$ cat src/rtl/fetch_pkg.sv
// instruction fetch front end, shared definitions
// widths of addresses, instruction words and memory lines,
// sizing of the instruction queue and the fetch FSM encoding

`default_nettype none

package fetch_pkg;

  ////////////////////////////////////////////////////////////////////////////
  // datapath widths
  ////////////////////////////////////////////////////////////////////////////

  localparam int ADDR_W = 64;  // pc, next pc and memory address
  localparam int INST_W = 32;  // one instruction word
  localparam int LINE_W = 64;  // one imem line, two instructions

  typedef logic [ADDR_W-1:0] addr_t;
  typedef logic [INST_W-1:0] inst_t;
  typedef logic [LINE_W-1:0] line_t;

  ////////////////////////////////////////////////////////////////////////////
  // instruction queue
  ////////////////////////////////////////////////////////////////////////////

  localparam int QUEUE_DEPTH = 4;                     // entries toward dispatch
  localparam int QUEUE_PTR_W = $clog2(QUEUE_DEPTH);   // index width

  typedef logic [QUEUE_PTR_W-1:0] queue_ptr_t;  // read / write pointer
  typedef logic [QUEUE_PTR_W:0]   queue_cnt_t;  // occupancy, 0 up to QUEUE_DEPTH

  ////////////////////////////////////////////////////////////////////////////
  // fetch control FSM
  ////////////////////////////////////////////////////////////////////////////

  // st_idle     no access open, waiting for queue space
  // st_request  req high, waiting for ack
  // st_release  req low, waiting for ack to drop
  // st_discard  req high after a redirect, response gets thrown away
  typedef enum logic [1:0] {
    st_idle    = 2'd0,
    st_request = 2'd1,
    st_release = 2'd2,
    st_discard = 2'd3
  } fetch_state_t;

endpackage

`default_nettype wire

$ cat src/rtl/fetch_entry_if.sv
// fetched entry channel from the fetch control into the instruction queue
// push is a single cycle strobe, full comes back from the queue,
// flush empties the queue on a redirect

`timescale 1ns/1ps
`default_nettype none

interface fetch_entry_if import fetch_pkg::*; ();

  logic  push;   // write one entry this cycle
  inst_t inst;   // selected instruction half
  addr_t npc;    // pc of the instruction plus 4
  logic  full;   // queue has no free slot
  logic  flush;  // drop every queued entry

  // fetch control side
  modport producer (
    output push, inst, npc, flush,
    input  full
  );

  // instruction queue side
  modport consumer (
    input  push, inst, npc, flush,
    output full
  );

endinterface

`default_nettype wire

$ cat src/rtl/fetch_ctrl.sv
// fetch control
// runs the four-phase req/ack cycle toward instruction memory, picks the
// 32-bit half of the returned line and pushes it with its next pc,
// a redirect flushes the queue and turns an open access into a discard

`timescale 1ns/1ps
`default_nettype none

module fetch_ctrl import fetch_pkg::*; (
  input  logic  clock,
  input  logic  reset,
  // instruction memory
  output logic  imem_req,
  output addr_t imem_addr,
  input  logic  imem_ack,
  input  line_t imem_data,
  // pc generator
  input  addr_t pc,
  output logic  advance,
  // commit stage
  input  logic  redirect_valid,
  // toward the queue
  fetch_entry_if.producer entry
);

  fetch_state_t state, state_next;
  addr_t        addr_q;     // line address of the open access
  logic         can_start;  // room in the queue and no redirect this cycle
  logic         launch;     // open a new access on this edge

  ////////////////////////////////////////////////////////////////////////////
  // state machine
  ////////////////////////////////////////////////////////////////////////////

  assign can_start = !entry.full && !redirect_valid;

  // a new req only after ack was seen low, either from idle or at the end
  // of release (back to back accesses)
  assign launch = can_start &&
                  ((state == st_idle) || (state == st_release && !imem_ack));

  always_comb begin
    state_next = state;
    case (state)
      st_idle: begin
        if (launch) state_next = st_request;
      end
      st_request: begin
        if (imem_ack) state_next = st_release;             // data taken or dropped
        else if (redirect_valid) state_next = st_discard;  // old path, finish quietly
      end
      st_release: begin
        if (!imem_ack) state_next = launch ? st_request : st_idle;
      end
      st_discard: begin
        if (imem_ack) state_next = st_release;  // response ignored
      end
      default: state_next = st_idle;
    endcase
  end

  always_ff @(posedge clock) begin
    if (reset) state <= st_idle;
    else state <= state_next;
  end

  // line address is held for the whole req phase, pc may move under a redirect
  always_ff @(posedge clock) begin
    if (launch) addr_q <= {pc[ADDR_W-1:3], 3'b000};
  end

  ////////////////////////////////////////////////////////////////////////////
  // outputs
  ////////////////////////////////////////////////////////////////////////////

  assign imem_req  = (state == st_request) || (state == st_discard);
  assign imem_addr = addr_q;

  // pc is untouched since launch unless a redirect came, which blocks the push
  assign entry.push  = (state == st_request) && imem_ack && !redirect_valid;
  assign entry.inst  = pc[2] ? imem_data[63:32] : imem_data[31:0];  // half by pc bit 2
  assign entry.npc   = pc + addr_t'(4);
  assign entry.flush = redirect_valid;
  assign advance     = entry.push;  // pc steps with every pushed word

  ////////////////////////////////////////////////////////////////////////////
  // assertions
  ////////////////////////////////////////////////////////////////////////////

  // four-phase rule, req is only dropped once the ack was there
  a_req_held: assert property (@(posedge clock) disable iff (reset)
    $fell(imem_req) |-> $past(imem_ack))
    else $error("imem_req dropped before imem_ack");

  // queue never sees a write while it reports full
  a_no_push_full: assert property (@(posedge clock) disable iff (reset)
    entry.push |-> !entry.full)
    else $error("push into a full queue");

  // pc step and queue write are one single-cycle event
  a_adv_push: assert property (@(posedge clock) disable iff (reset)
    (advance || entry.push) |-> (advance && entry.push) ##1 !(advance || entry.push))
    else $error("advance and push out of step");

endmodule

`default_nettype wire

$ cat src/rtl/fetch_queue.sv
// instruction queue between fetch and dispatch
// circular buffer of QUEUE_DEPTH entries, push from the fetch control,
// pop on a valid/ready transfer, flush drops everything

`timescale 1ns/1ps
`default_nettype none

module fetch_queue import fetch_pkg::*; (
  input  logic  clock,
  input  logic  reset,
  fetch_entry_if.consumer entry,
  // dispatch side
  output logic  out_valid,
  input  logic  out_ready,
  output inst_t out_inst,
  output addr_t out_npc
);

  inst_t      inst_mem [QUEUE_DEPTH];  // payload, no reset
  addr_t      npc_mem  [QUEUE_DEPTH];
  queue_ptr_t wr_ptr;
  queue_ptr_t rd_ptr;
  queue_cnt_t count;
  logic       do_push;
  logic       do_pop;

  ////////////////////////////////////////////////////////////////////////////
  // handshake decode
  ////////////////////////////////////////////////////////////////////////////

  assign entry.full = (count == queue_cnt_t'(QUEUE_DEPTH));
  assign out_valid  = (count != '0);

  assign do_push = entry.push && !entry.full;
  assign do_pop  = out_valid && out_ready;

  // head entry, stays put until popped
  assign out_inst = inst_mem[rd_ptr];
  assign out_npc  = npc_mem[rd_ptr];

  ////////////////////////////////////////////////////////////////////////////
  // storage
  ////////////////////////////////////////////////////////////////////////////

  // a push under flush lands in a slot that is no longer counted
  always_ff @(posedge clock) begin
    if (do_push) begin
      inst_mem[wr_ptr] <= entry.inst;
      npc_mem[wr_ptr]  <= entry.npc;
    end
  end

  ////////////////////////////////////////////////////////////////////////////
  // pointers and count
  ////////////////////////////////////////////////////////////////////////////

  always_ff @(posedge clock) begin
    if (reset || entry.flush) begin  // flush wins over push and pop
      wr_ptr <= '0;
      rd_ptr <= '0;
      count  <= '0;
    end else begin
      if (do_push) begin
        wr_ptr <= (wr_ptr == queue_ptr_t'(QUEUE_DEPTH - 1)) ? '0 : wr_ptr + 1'b1;
      end
      if (do_pop) begin
        rd_ptr <= (rd_ptr == queue_ptr_t'(QUEUE_DEPTH - 1)) ? '0 : rd_ptr + 1'b1;
      end
      case ({do_push, do_pop})
        2'b10:   count <= count + 1'b1;
        2'b01:   count <= count - 1'b1;
        default: count <= count;  // none, or push and pop together
      endcase
    end
  end

  ////////////////////////////////////////////////////////////////////////////
  // assertions
  ////////////////////////////////////////////////////////////////////////////

  a_count_range: assert property (@(posedge clock) disable iff (reset)
    count <= queue_cnt_t'(QUEUE_DEPTH))
    else $error("queue count above depth");

endmodule

`default_nettype wire

$ cat src/rtl/fetch_top.sv
// fetch front end top level
// fetch control, program counter and instruction queue tied together,
// memory, commit and dispatch sides brought out as plain ports

`timescale 1ns/1ps
`default_nettype none

module fetch_top import fetch_pkg::*; (
  input  logic  clock,
  input  logic  reset,
  // instruction memory, four-phase
  output logic  imem_req,
  output addr_t imem_addr,
  input  logic  imem_ack,
  input  line_t imem_data,
  // commit redirect
  input  logic  redirect_valid,
  input  addr_t redirect_pc,
  // dispatch, valid/ready
  output logic  out_valid,
  input  logic  out_ready,
  output inst_t out_inst,
  output addr_t out_npc
);

  addr_t pc;       // current fetch pc
  logic  advance;  // pc step after a push

  fetch_entry_if entry ();  // control to queue

  ////////////////////////////////////////////////////////////////////////////
  // instances
  ////////////////////////////////////////////////////////////////////////////

  fetch_ctrl i_fetch_ctrl (
    .clock          (clock),
    .reset          (reset),
    .imem_req       (imem_req),
    .imem_addr      (imem_addr),
    .imem_ack       (imem_ack),
    .imem_data      (imem_data),
    .pc             (pc),
    .advance        (advance),
    .redirect_valid (redirect_valid),
    .entry          (entry.producer)
  );

  pc_gen i_pc_gen (
    .clock          (clock),
    .reset          (reset),
    .advance        (advance),
    .redirect_valid (redirect_valid),
    .redirect_pc    (redirect_pc),
    .pc             (pc)
  );

  fetch_queue i_fetch_queue (
    .clock     (clock),
    .reset     (reset),
    .entry     (entry.consumer),
    .out_valid (out_valid),
    .out_ready (out_ready),
    .out_inst  (out_inst),
    .out_npc   (out_npc)
  );

endmodule

`default_nettype wire

$ cat src/rtl/pc_gen.sv
// program counter of the fetch stage
// resets to 0, takes the commit redirect target first, otherwise steps
// by 4 when the control reports a pushed word, otherwise holds

`timescale 1ns/1ps
`default_nettype none

module pc_gen import fetch_pkg::*; (
  input  logic  clock,
  input  logic  reset,
  input  logic  advance,         // one word went into the queue
  input  logic  redirect_valid,  // taken branch from commit
  input  addr_t redirect_pc,     // branch target
  output addr_t pc
);

  addr_t pc_q;
  addr_t pc_next;
  addr_t pc_plus_4;

  assign pc_plus_4 = pc_q + addr_t'(4);

  // redirect overrides a stall and a simultaneous advance
  always_comb begin
    if (redirect_valid) begin
      pc_next = redirect_pc;
    end else if (advance) begin
      pc_next = pc_plus_4;
    end else begin
      pc_next = pc_q;  // hold while waiting on memory or queue space
    end
  end

  always_ff @(posedge clock) begin
    if (reset) pc_q <= '0;  // fetch starts at address 0
    else pc_q <= pc_next;
  end

  assign pc = pc_q;

  ////////////////////////////////////////////////////////////////////////////
  // assertions
  ////////////////////////////////////////////////////////////////////////////

  // word alignment is kept as long as the redirect targets are aligned
  a_pc_aligned: assert property (@(posedge clock) disable iff (reset)
    (pc_q[1:0] == 2'b00 && !(redirect_valid && redirect_pc[1:0] != 2'b00))
      |=> pc_q[1:0] == 2'b00)
    else $error("pc lost word alignment");

endmodule

`default_nettype wire

$ cat config.mk
export PLATFORM = sky130hd
export DESIGN_NAME = fetch_top
export DESIGN_NICKNAME = d
export VERILOG_FILES = /design/src/rtl/fetch_pkg.sv /design/src/rtl/fetch_entry_if.sv /design/src/rtl/fetch_ctrl.sv /design/src/rtl/fetch_queue.sv /design/src/rtl/fetch_top.sv /design/src/rtl/pc_gen.sv
export SDC_FILE = /design/constraint.sdc
export NUM_CORES = 1
export LEC_CHECK = 0
export ABC_AREA = 1
export ABC_CLOCK_PERIOD_IN_PS = 7170
export BUFFER_PORTS_ARGS = -buffer_cell sky130_fd_sc_hd__buf_2
export CORE_UTILIZATION = 35
export CTS_CLUSTER_DIAMETER = 60
export DETAILED_ROUTE_END_ITERATION = 16
export GPL_ROUTABILITY_DRIVEN = 0
export GPL_TIMING_DRIVEN = 0
export SYNTH_ARGS = -nofsm -noshare
export SYNTH_HDL_FRONTEND = slang
export SYNTH_SLANG_ARGS = --single-unit
$ cat constraint.sdc
create_clock -name clock -period 7.17 [get_ports clock]
set_input_delay 0.3585 -clock clock [delete_from_list [all_inputs] [get_ports clock]]
set_output_delay 0.3585 -clock clock [all_outputs]
set_load 0.02 [all_outputs]
==> qor.yml, run 1 <==
ys_seq_elements: 520
rsz0062_at_grt: "no"
fin_skew_ns: 0.0310
synthCells: 2000
die_h_um: 251
met1_length_um: 29600
synth_flop_cell: "edfxtp_1"
synth_area_um2: 21600
fp-row-count: 90
fill_cells: 5651
crit_fanout: 10
internal_power_mw: 5.23
hold_viol: 0
worst_setup_path_end_kind: "output port"
seq_area_um2: 14900
first_pass_iters: 7
dp_slack_ns: 3.82
dp_hpwl_um: 49000
power_leakage_nw: 9.66
worstSetupPathType: "reg -> out"
antenna_cells: 0
wl_per_cell_um: 21.4
fin_nets: 2507
antenna_found_initial: 2
maxSlewViolCount: 0
vias: 16385
io_pins: 295
wl_met2_um: 31900
cts_tree: "done"
clock_latency_ns: 0.61
maxCapViolCount: 0
hold_ws_ns: 0.0297
drtIter0Drc: 1382
p_clk_share_pct: 43.1
post-route-drc-count: 0
hold_class: "in -> reg"
power_switching_mw: 1.52
synthToLayoutAreaGrowth_pct: 21.6
routed.top_layer: "met4"
fmax_mhz: 262
grt_start_max_net_pins: 34
path_clk_slew_ns: 0.06
ir_drop_v: 0.000159
wl_met3_um: 4550
p_per_area_nw_per_um2: 256
portBuffers: 290
finalSetupViolCount: 0
multi_input_area_um2: 6010
slew_headroom_pct: 31.2
synth_seq_area_share_pct: 68.7
crit_chain: "buf_2, clkbuf_1, clkbuf_1, nor2_1, o22ai_1, buf_2"
start_util_pct: 35.7
grt_pass1_wl_um: 99400
drive_gt1_share_pct: 18.3
async_reset_ff_share_pct: 0
cts_sinks: 520
yosysWarnings: 0
grt_pass1_vias: 15622
antenna_left: 0
switching_share_pct: 22.5
tightest_slew_ns: 1.03
fin_crit_ns: 3.82
r2r_slack_ns: 4.41
cpPeakStageDelay_ns: 0.81
seqPwrFrac_pct: 50.7
fin_ws_ns: 3.35
overflow: 0
fin_crit_sh_pct: 53.2
core_um2: 60700
dieArea_um2: 62800
cts_buffer_depth: 3
ctsHtreeMaxLevel: 2
wl_um: 68300
routed_via_density: 5.13
die_w_um: 251
track_usage_pct: 21.4
clockRootBuffer: "clkbuf_16"
cp_slowest_cell: "clkbuf_1"
cp.required_ns: 6.81
syn_area_per_cell_um2: 10.8
synth_enable_flop_cells: 445
pwr-share-comb_pct: 6.2
ys_types: 36
start_kind: "flop"
numCtsBuffers: 54
final_core_util_pct: 43.4
status: "complete, no violations"
arrival_ns: 3.46
==> critical path, delay by kind of cell, from the launching register on <==
family	cells	cell delay, ns
DFF	1	0.42
and+or+nand+nor	1	0.11
buffers and inverters	4	1.97
AOI/OAI and AO/OA	1	0.34
==> cells in the final DEF (no fill, tap or decap), types with 5 or more instances in the layout <==
master,instances
a21oi_1,50
a31oi_1,19
buf_12,13
buf_2,296
buf_4,5
bufinv_16,8
clkbuf_1,96
clkbuf_16,55
clkbuf_8,5
clkinv_1,10
clkinv_2,8
dfxtp_1,75
edfxtp_1,445
ha_1,7
inv_1,102
nand2_1,406
nand2_2,9
nand2_4,7
nand3_1,19
nand4_1,7
nor2_1,326
nor2_4,12
o21ai_0,262
o22ai_1,96
xnor2_1,6
xor2_1,25
==> final cells by class <==
class	instances	area share, %
clock inverters	30	1.42
flip-flops and latches	520	56.5
plain buffers	98	1.50
inverters	109	1.56
clock buffers	70	5.63
well taps	782	3.72
repair buffers	308	6.89
multi-input cells	1275	22.8
==> path summary, 6_finish.rpt <==
kind,start,to,cells after the start
hold / removal,redirect_pc[10],i_pc_gen.pc[10],3
setup reg to reg,i_fetch_ctrl.state[0],i_fetch_queue.npc_mem[2][54],6
setup / recovery,flop,out_npc[32],6
hold reg to reg,i_fetch_queue.count[0],i_fetch_queue.count[0],1
==> cells by family (layout without fill, tap and decap cells) <==
kind of cell / after synthesis / in the layout / synth area share, %
AO/OA/AOI/OAI: 434 / 434 / 10.8
XOR/XNOR: 31 / 31 / 1.25
flip-flops: 520 / 520 / 68.7
adder cells (fa/ha/maj): 8 / 8 / 0.497
buffers and inverters: 207 / 615 / 3.72
AND/OR/NAND/NOR: 799 / 799 / 15.1
other: 1 / 3 / 0.0173
==> through the flow <==
stage	power [mW]	area [um^2]	setup TNS, ns	cells
detailed placement	3.90	24500	0	3090
finish	6.75	26300	0	3192
global placement	3.89	24100	-840.53	3074
floorplan	3.69	21700	0	2002
global route	6.94	26300	0	3192
CTS	6.79	26300	0	3192
==> power by group through the flow <==
stage / clock network [mW] / logic (mW) / registers [mW]
2_1_floorplan: 0 / 0.194 / 3.49
3_3_place_gp: 0 / 0.400 / 3.49
3_5_place_dp: 0 / 0.417 / 3.48
4_1_cts: 2.95 / 0.420 / 3.42
5_1_grt: 3.06 / 0.456 / 3.42
6_report: 2.91 / 0.419 / 3.42
==> per-layer routing <==
| metal | up-vias | global-route usage (%) |
|---|---|---|
| met3 | 109 | 3.39 |
| met4 | 0 | 7.70 |
| met5 | - | 0 |
| met2 | 590 | 34.7 |
| met1 | 8017 | 29.0 |
| li1 | 7669 | - |
==> cell usage after synthesis, types with 3 or more instances <==
cell type  number  area [um^2]
inv_1         103          387
and2_1          4         25.0
xnor2_1         6         52.6
a31oi_1        19          119
clkinv_1        4         15.0
o21ai_1         4         20.0
nand4_1         7         43.8
nand3_1        19         95.1
nor2_8          3         60.1
nor2_4          8         90.1
o21ai_0       262         1310
nor2_2          3         18.8
buf_4           5         37.5
nand2_1       406         1520
nand2_4         7         78.8
dfxtp_1        75         1500
buf_2           6         30.0
nand2_2         9         56.3
edfxtp_1      445        13400
ha_1            7         87.6
clkbuf_1       86          323
a21oi_1        50          250
o22ai_1        96          601
nor2_1        330         1240
xor2_1         25          219
==> timing repair <==
action | CTS | global route
hold buffers | 2 | 0
resized for setup | 0 | 0
hold endpoints to repair | 2 | 0
setup buffers | 0 | 0
==> registers in the layout (all words and copies together) (netlist names), named ones only <==
name / count
i_fetch_ctrl.imem_addr: 61
i_fetch_ctrl.state: 2
i_fetch_queue.count: 3
i_fetch_queue.inst_mem: 128
i_fetch_queue.npc_mem: 256
i_fetch_queue.rd_ptr: 2
i_fetch_queue.wr_ptr: 2
i_pc_gen.pc: 64
Note: power is estimated with default switching activity, not from simulation.
==> run 2, diff against run 1 <==
--- a/config.mk
+++ b/config.mk
@@ -6,7 +6,7 @@
 export NUM_CORES = 1
 export LEC_CHECK = 0
 export ABC_AREA = 1
-export ABC_CLOCK_PERIOD_IN_PS = 7170
+export ABC_CLOCK_PERIOD_IN_PS = 3200
 export BUFFER_PORTS_ARGS = -buffer_cell sky130_fd_sc_hd__buf_2
 export CORE_UTILIZATION = 35
 export CTS_CLUSTER_DIAMETER = 60
==> constraint.sdc (replaced) <==
create_clock -name clock -period 3.2 [get_ports clock]
set_input_delay 0.16 -clock clock [delete_from_list [all_inputs] [get_ports clock]]
set_output_delay 0.16 -clock clock [all_outputs]
set_load 0.02 [all_outputs]
==> run 2 against run 1 <==
- combinational power rose to 2.6 times the previous value
- flip-flop and latch count did not move
- critical path type unchanged
- via count rose by 3.9%
==> qor.yml, run 2 (synthesis results as in run 1) <==
worstSetupPathType: "reg -> out"
wl_per_cell_um: 21.0  # -1.6%
cts_tree: "done"
die_w_um: 251  # unchanged
grt_start_max_net_pins: 35  # +2.9%
cpPeakStageDelay_ns: 0.51  # -0.30 ns
portBuffers: 290  # unchanged
p_per_area_nw_per_um2: 538  # +110%
grt_pass1_wl_um: 102000  # +2.3%
arrival_ns: 2.95  # -0.51 ns
clockRootBuffer: "clkbuf_16"
fin_cells: 3317  # +3.9%
crit_chain: "buf_2, inv_1, buf_2, clkbuf_1, o21ai_0, o22ai_1, buf_2"
slew_headroom_pct: 42.0  # +11 points
die_h_um: 251  # unchanged
clock_latency_ns: 0.61  # about the same
p_total_mw: 14.8  # +120%
path_clk_slew_ns: 0.07  # about the same
p_clk_share_pct: 40.9  # -2.2 points
wl_um: 69800  # +2.2%
hold_viol: 0  # unchanged
core_um2: 60700  # unchanged
fin_crit_sh_pct: 97.0
synthToLayoutAreaGrowth_pct: 27.1
fin_ws_ns: 0.0949  # -3.26 ns
layout_common_cells: "445 x edfxtp_1, 406 x nand2_1, 326 x nor2_1"
track_usage_pct: 21.8  # +0.40 points
tightest_slew_ns: 0.870  # -0.162 ns
fin_skew_ns: 0.0336  # +0.00266 ns
maxCapViolCount: 0  # unchanged
final_core_util_pct: 45.3  # +1.9 points
drive_gt1_share_pct: 17.9  # -0.35 points
ir_drop_v: 0.000392  # +150%
hold_class: "in -> reg"
grt_pass1_vias: 16402  # +5.0%
antenna_found_initial: 1  # -1
routed_via_density: 5.13  # about the same
cts_buffer_depth: 3  # unchanged
first_pass_iters: 6  # -1
post_cts_buffers: 0  # unchanged
fin_crit_ns: 3.11
seqPwrFrac_pct: 51.8  # +1.1 points
antenna_cells: 0  # unchanged
switching_share_pct: 23.0  # +0.51 points
post-route-drc-count: 0  # unchanged
post-place-cells: 3091  # +0.032%
fp-row-count: 90  # unchanged
power_leakage_nw: 10.2  # +5.4%
numCtsBuffers: 53  # -1.9%
dieArea_um2: 62800  # unchanged
start_util_pct: 35.7  # unchanged
largest_reg_flops: 256  # unchanged
dp_hpwl_um: 49200  # +0.27%
regMostFlops: "i_fetch_queue.npc_mem"
status: "complete, no violations"
fill_cells: 5530  # -2.1%
ctsHtreeMaxLevel: 2  # unchanged
cp.required_ns: 3.04  # -3.77 ns
power_switching_mw: 3.40  # +120%
fin_nets: 2635  # +5.1%
dp_slack_ns: 0.00849  # -3.81 ns
overflow: 0  # unchanged
finalSetupViolCount: 0  # unchanged
pwr-share-comb_pct: 7.3  # +1.1 points
antenna_left: 0  # unchanged
cts_sinks: 520  # unchanged
vias: 17025  # +3.9%
start_kind: "flop"
crit_fanout: 10  # unchanged
worst_setup_path_end_kind: "output port"
io_pins: 295  # unchanged
cp_slowest_cell: "clkbuf_1"
critPathMostFrequentCell: "buf_2"
rsz0062_at_grt: "yes"
final_common_cell: "edfxtp_1"
internal_power_mw: 11.4  # +120%
drtIter0Drc: 1656  # +20%
fmax_mhz: 322
maxSlewViolCount: 0  # unchanged
==> run 2: cell count changes in the layout (fill, tap and decap cells not counted), moves of 2 or more <==
cell,previous run,this run
clkinv_2,8,10
clkinvlp_4,2,5
clkbuf_1,96,78
clkbuf_8,5,1
dlygate4sd3_1,2,130
clkinv_1,10,14
buf_16,3,5
clkbuf_16,55,53
bufinv_16,8,5
clkbuf_2,0,16
==> run 2: cell type report <==
class	count	area, um^2	share of cell area [%]
Timing Repair Buffer	437	3130	11.4
Clock buffer	62	1370	4.98
Inverter	109	415	1.51
Sequential cell	520	14900	54.0
Multi-Input combinational cell	1275	6010	21.9
Tap cell	782	978	3.56
Buffer	98	418	1.52
Clock inverter	34	322	1.17
==> run 2: path summary, 6_finish.rpt <==
| path | start | to | slack [ns] | cells after the start |
|---|---|---|---|---|
| worst min-delay path | redirect_valid | i_pc_gen.pc[0] | 0.1 | 4 |
| worst min register to register | i_fetch_queue.count[2] | i_fetch_queue.count[2] | 0.48 | 1 |
| worst max register to register | i_fetch_ctrl.state[1] | i_fetch_queue.npc_mem[1][41] | 0.59 | 7 |
| worst max-delay path | flop | out_npc[11] | 0.09 | 7 |
==> run 2: power by group through the flow <==
stage | logic (mW) | clock network (mW) | registers, mW
finish | 1.09 | 6.05 | 7.66
global route | 1.18 | 6.39 | 7.67
CTS | 1.08 | 6.15 | 7.66
detailed placement | 0.933 | 0 | 7.80
global placement | 0.896 | 0 | 7.81
floorplan | 0.434 | 0 | 7.82
==> run 2: critical path: cells and delay by family, from the launching register on <==
family          cells  cell delay (ns)
flops               1             0.37
compound gates      2             0.46
buf+inv             5             1.50
==> run 2: repair_timing <==
item / CTS / global route
pin swaps: 0 / 0
hold buffers: 130 / 0
endpoints found under the setup margin: 82 / 19
hold endpoints to repair: 195 / 0
gates resized for setup: 10 / 19
==> run 2: layer usage <==
metal	track usage, %	up-vias	part of all wire, %
li1	-	7912	-
met3	3.04	132	6.7
met4	8.68	0	3.9
met5	0	-	0
met2	35.8	713	47
met1	29.1	8268	42
==> run 2: metrics by stage <==
step / hold slack (ns) / setup TNS, ns / instance area [um^2]
after CTS: 0.0651 / 0 / 27500
after global routing: 0.110 / -0.0218 / 27500
after global placement: 0.395 / -1120.30 / 24100
after detailed placement: 0.394 / 0 / 24500
after floorplan: 0.295 / -238.05 / 21700
final: 0.0983 / 0 / 27500
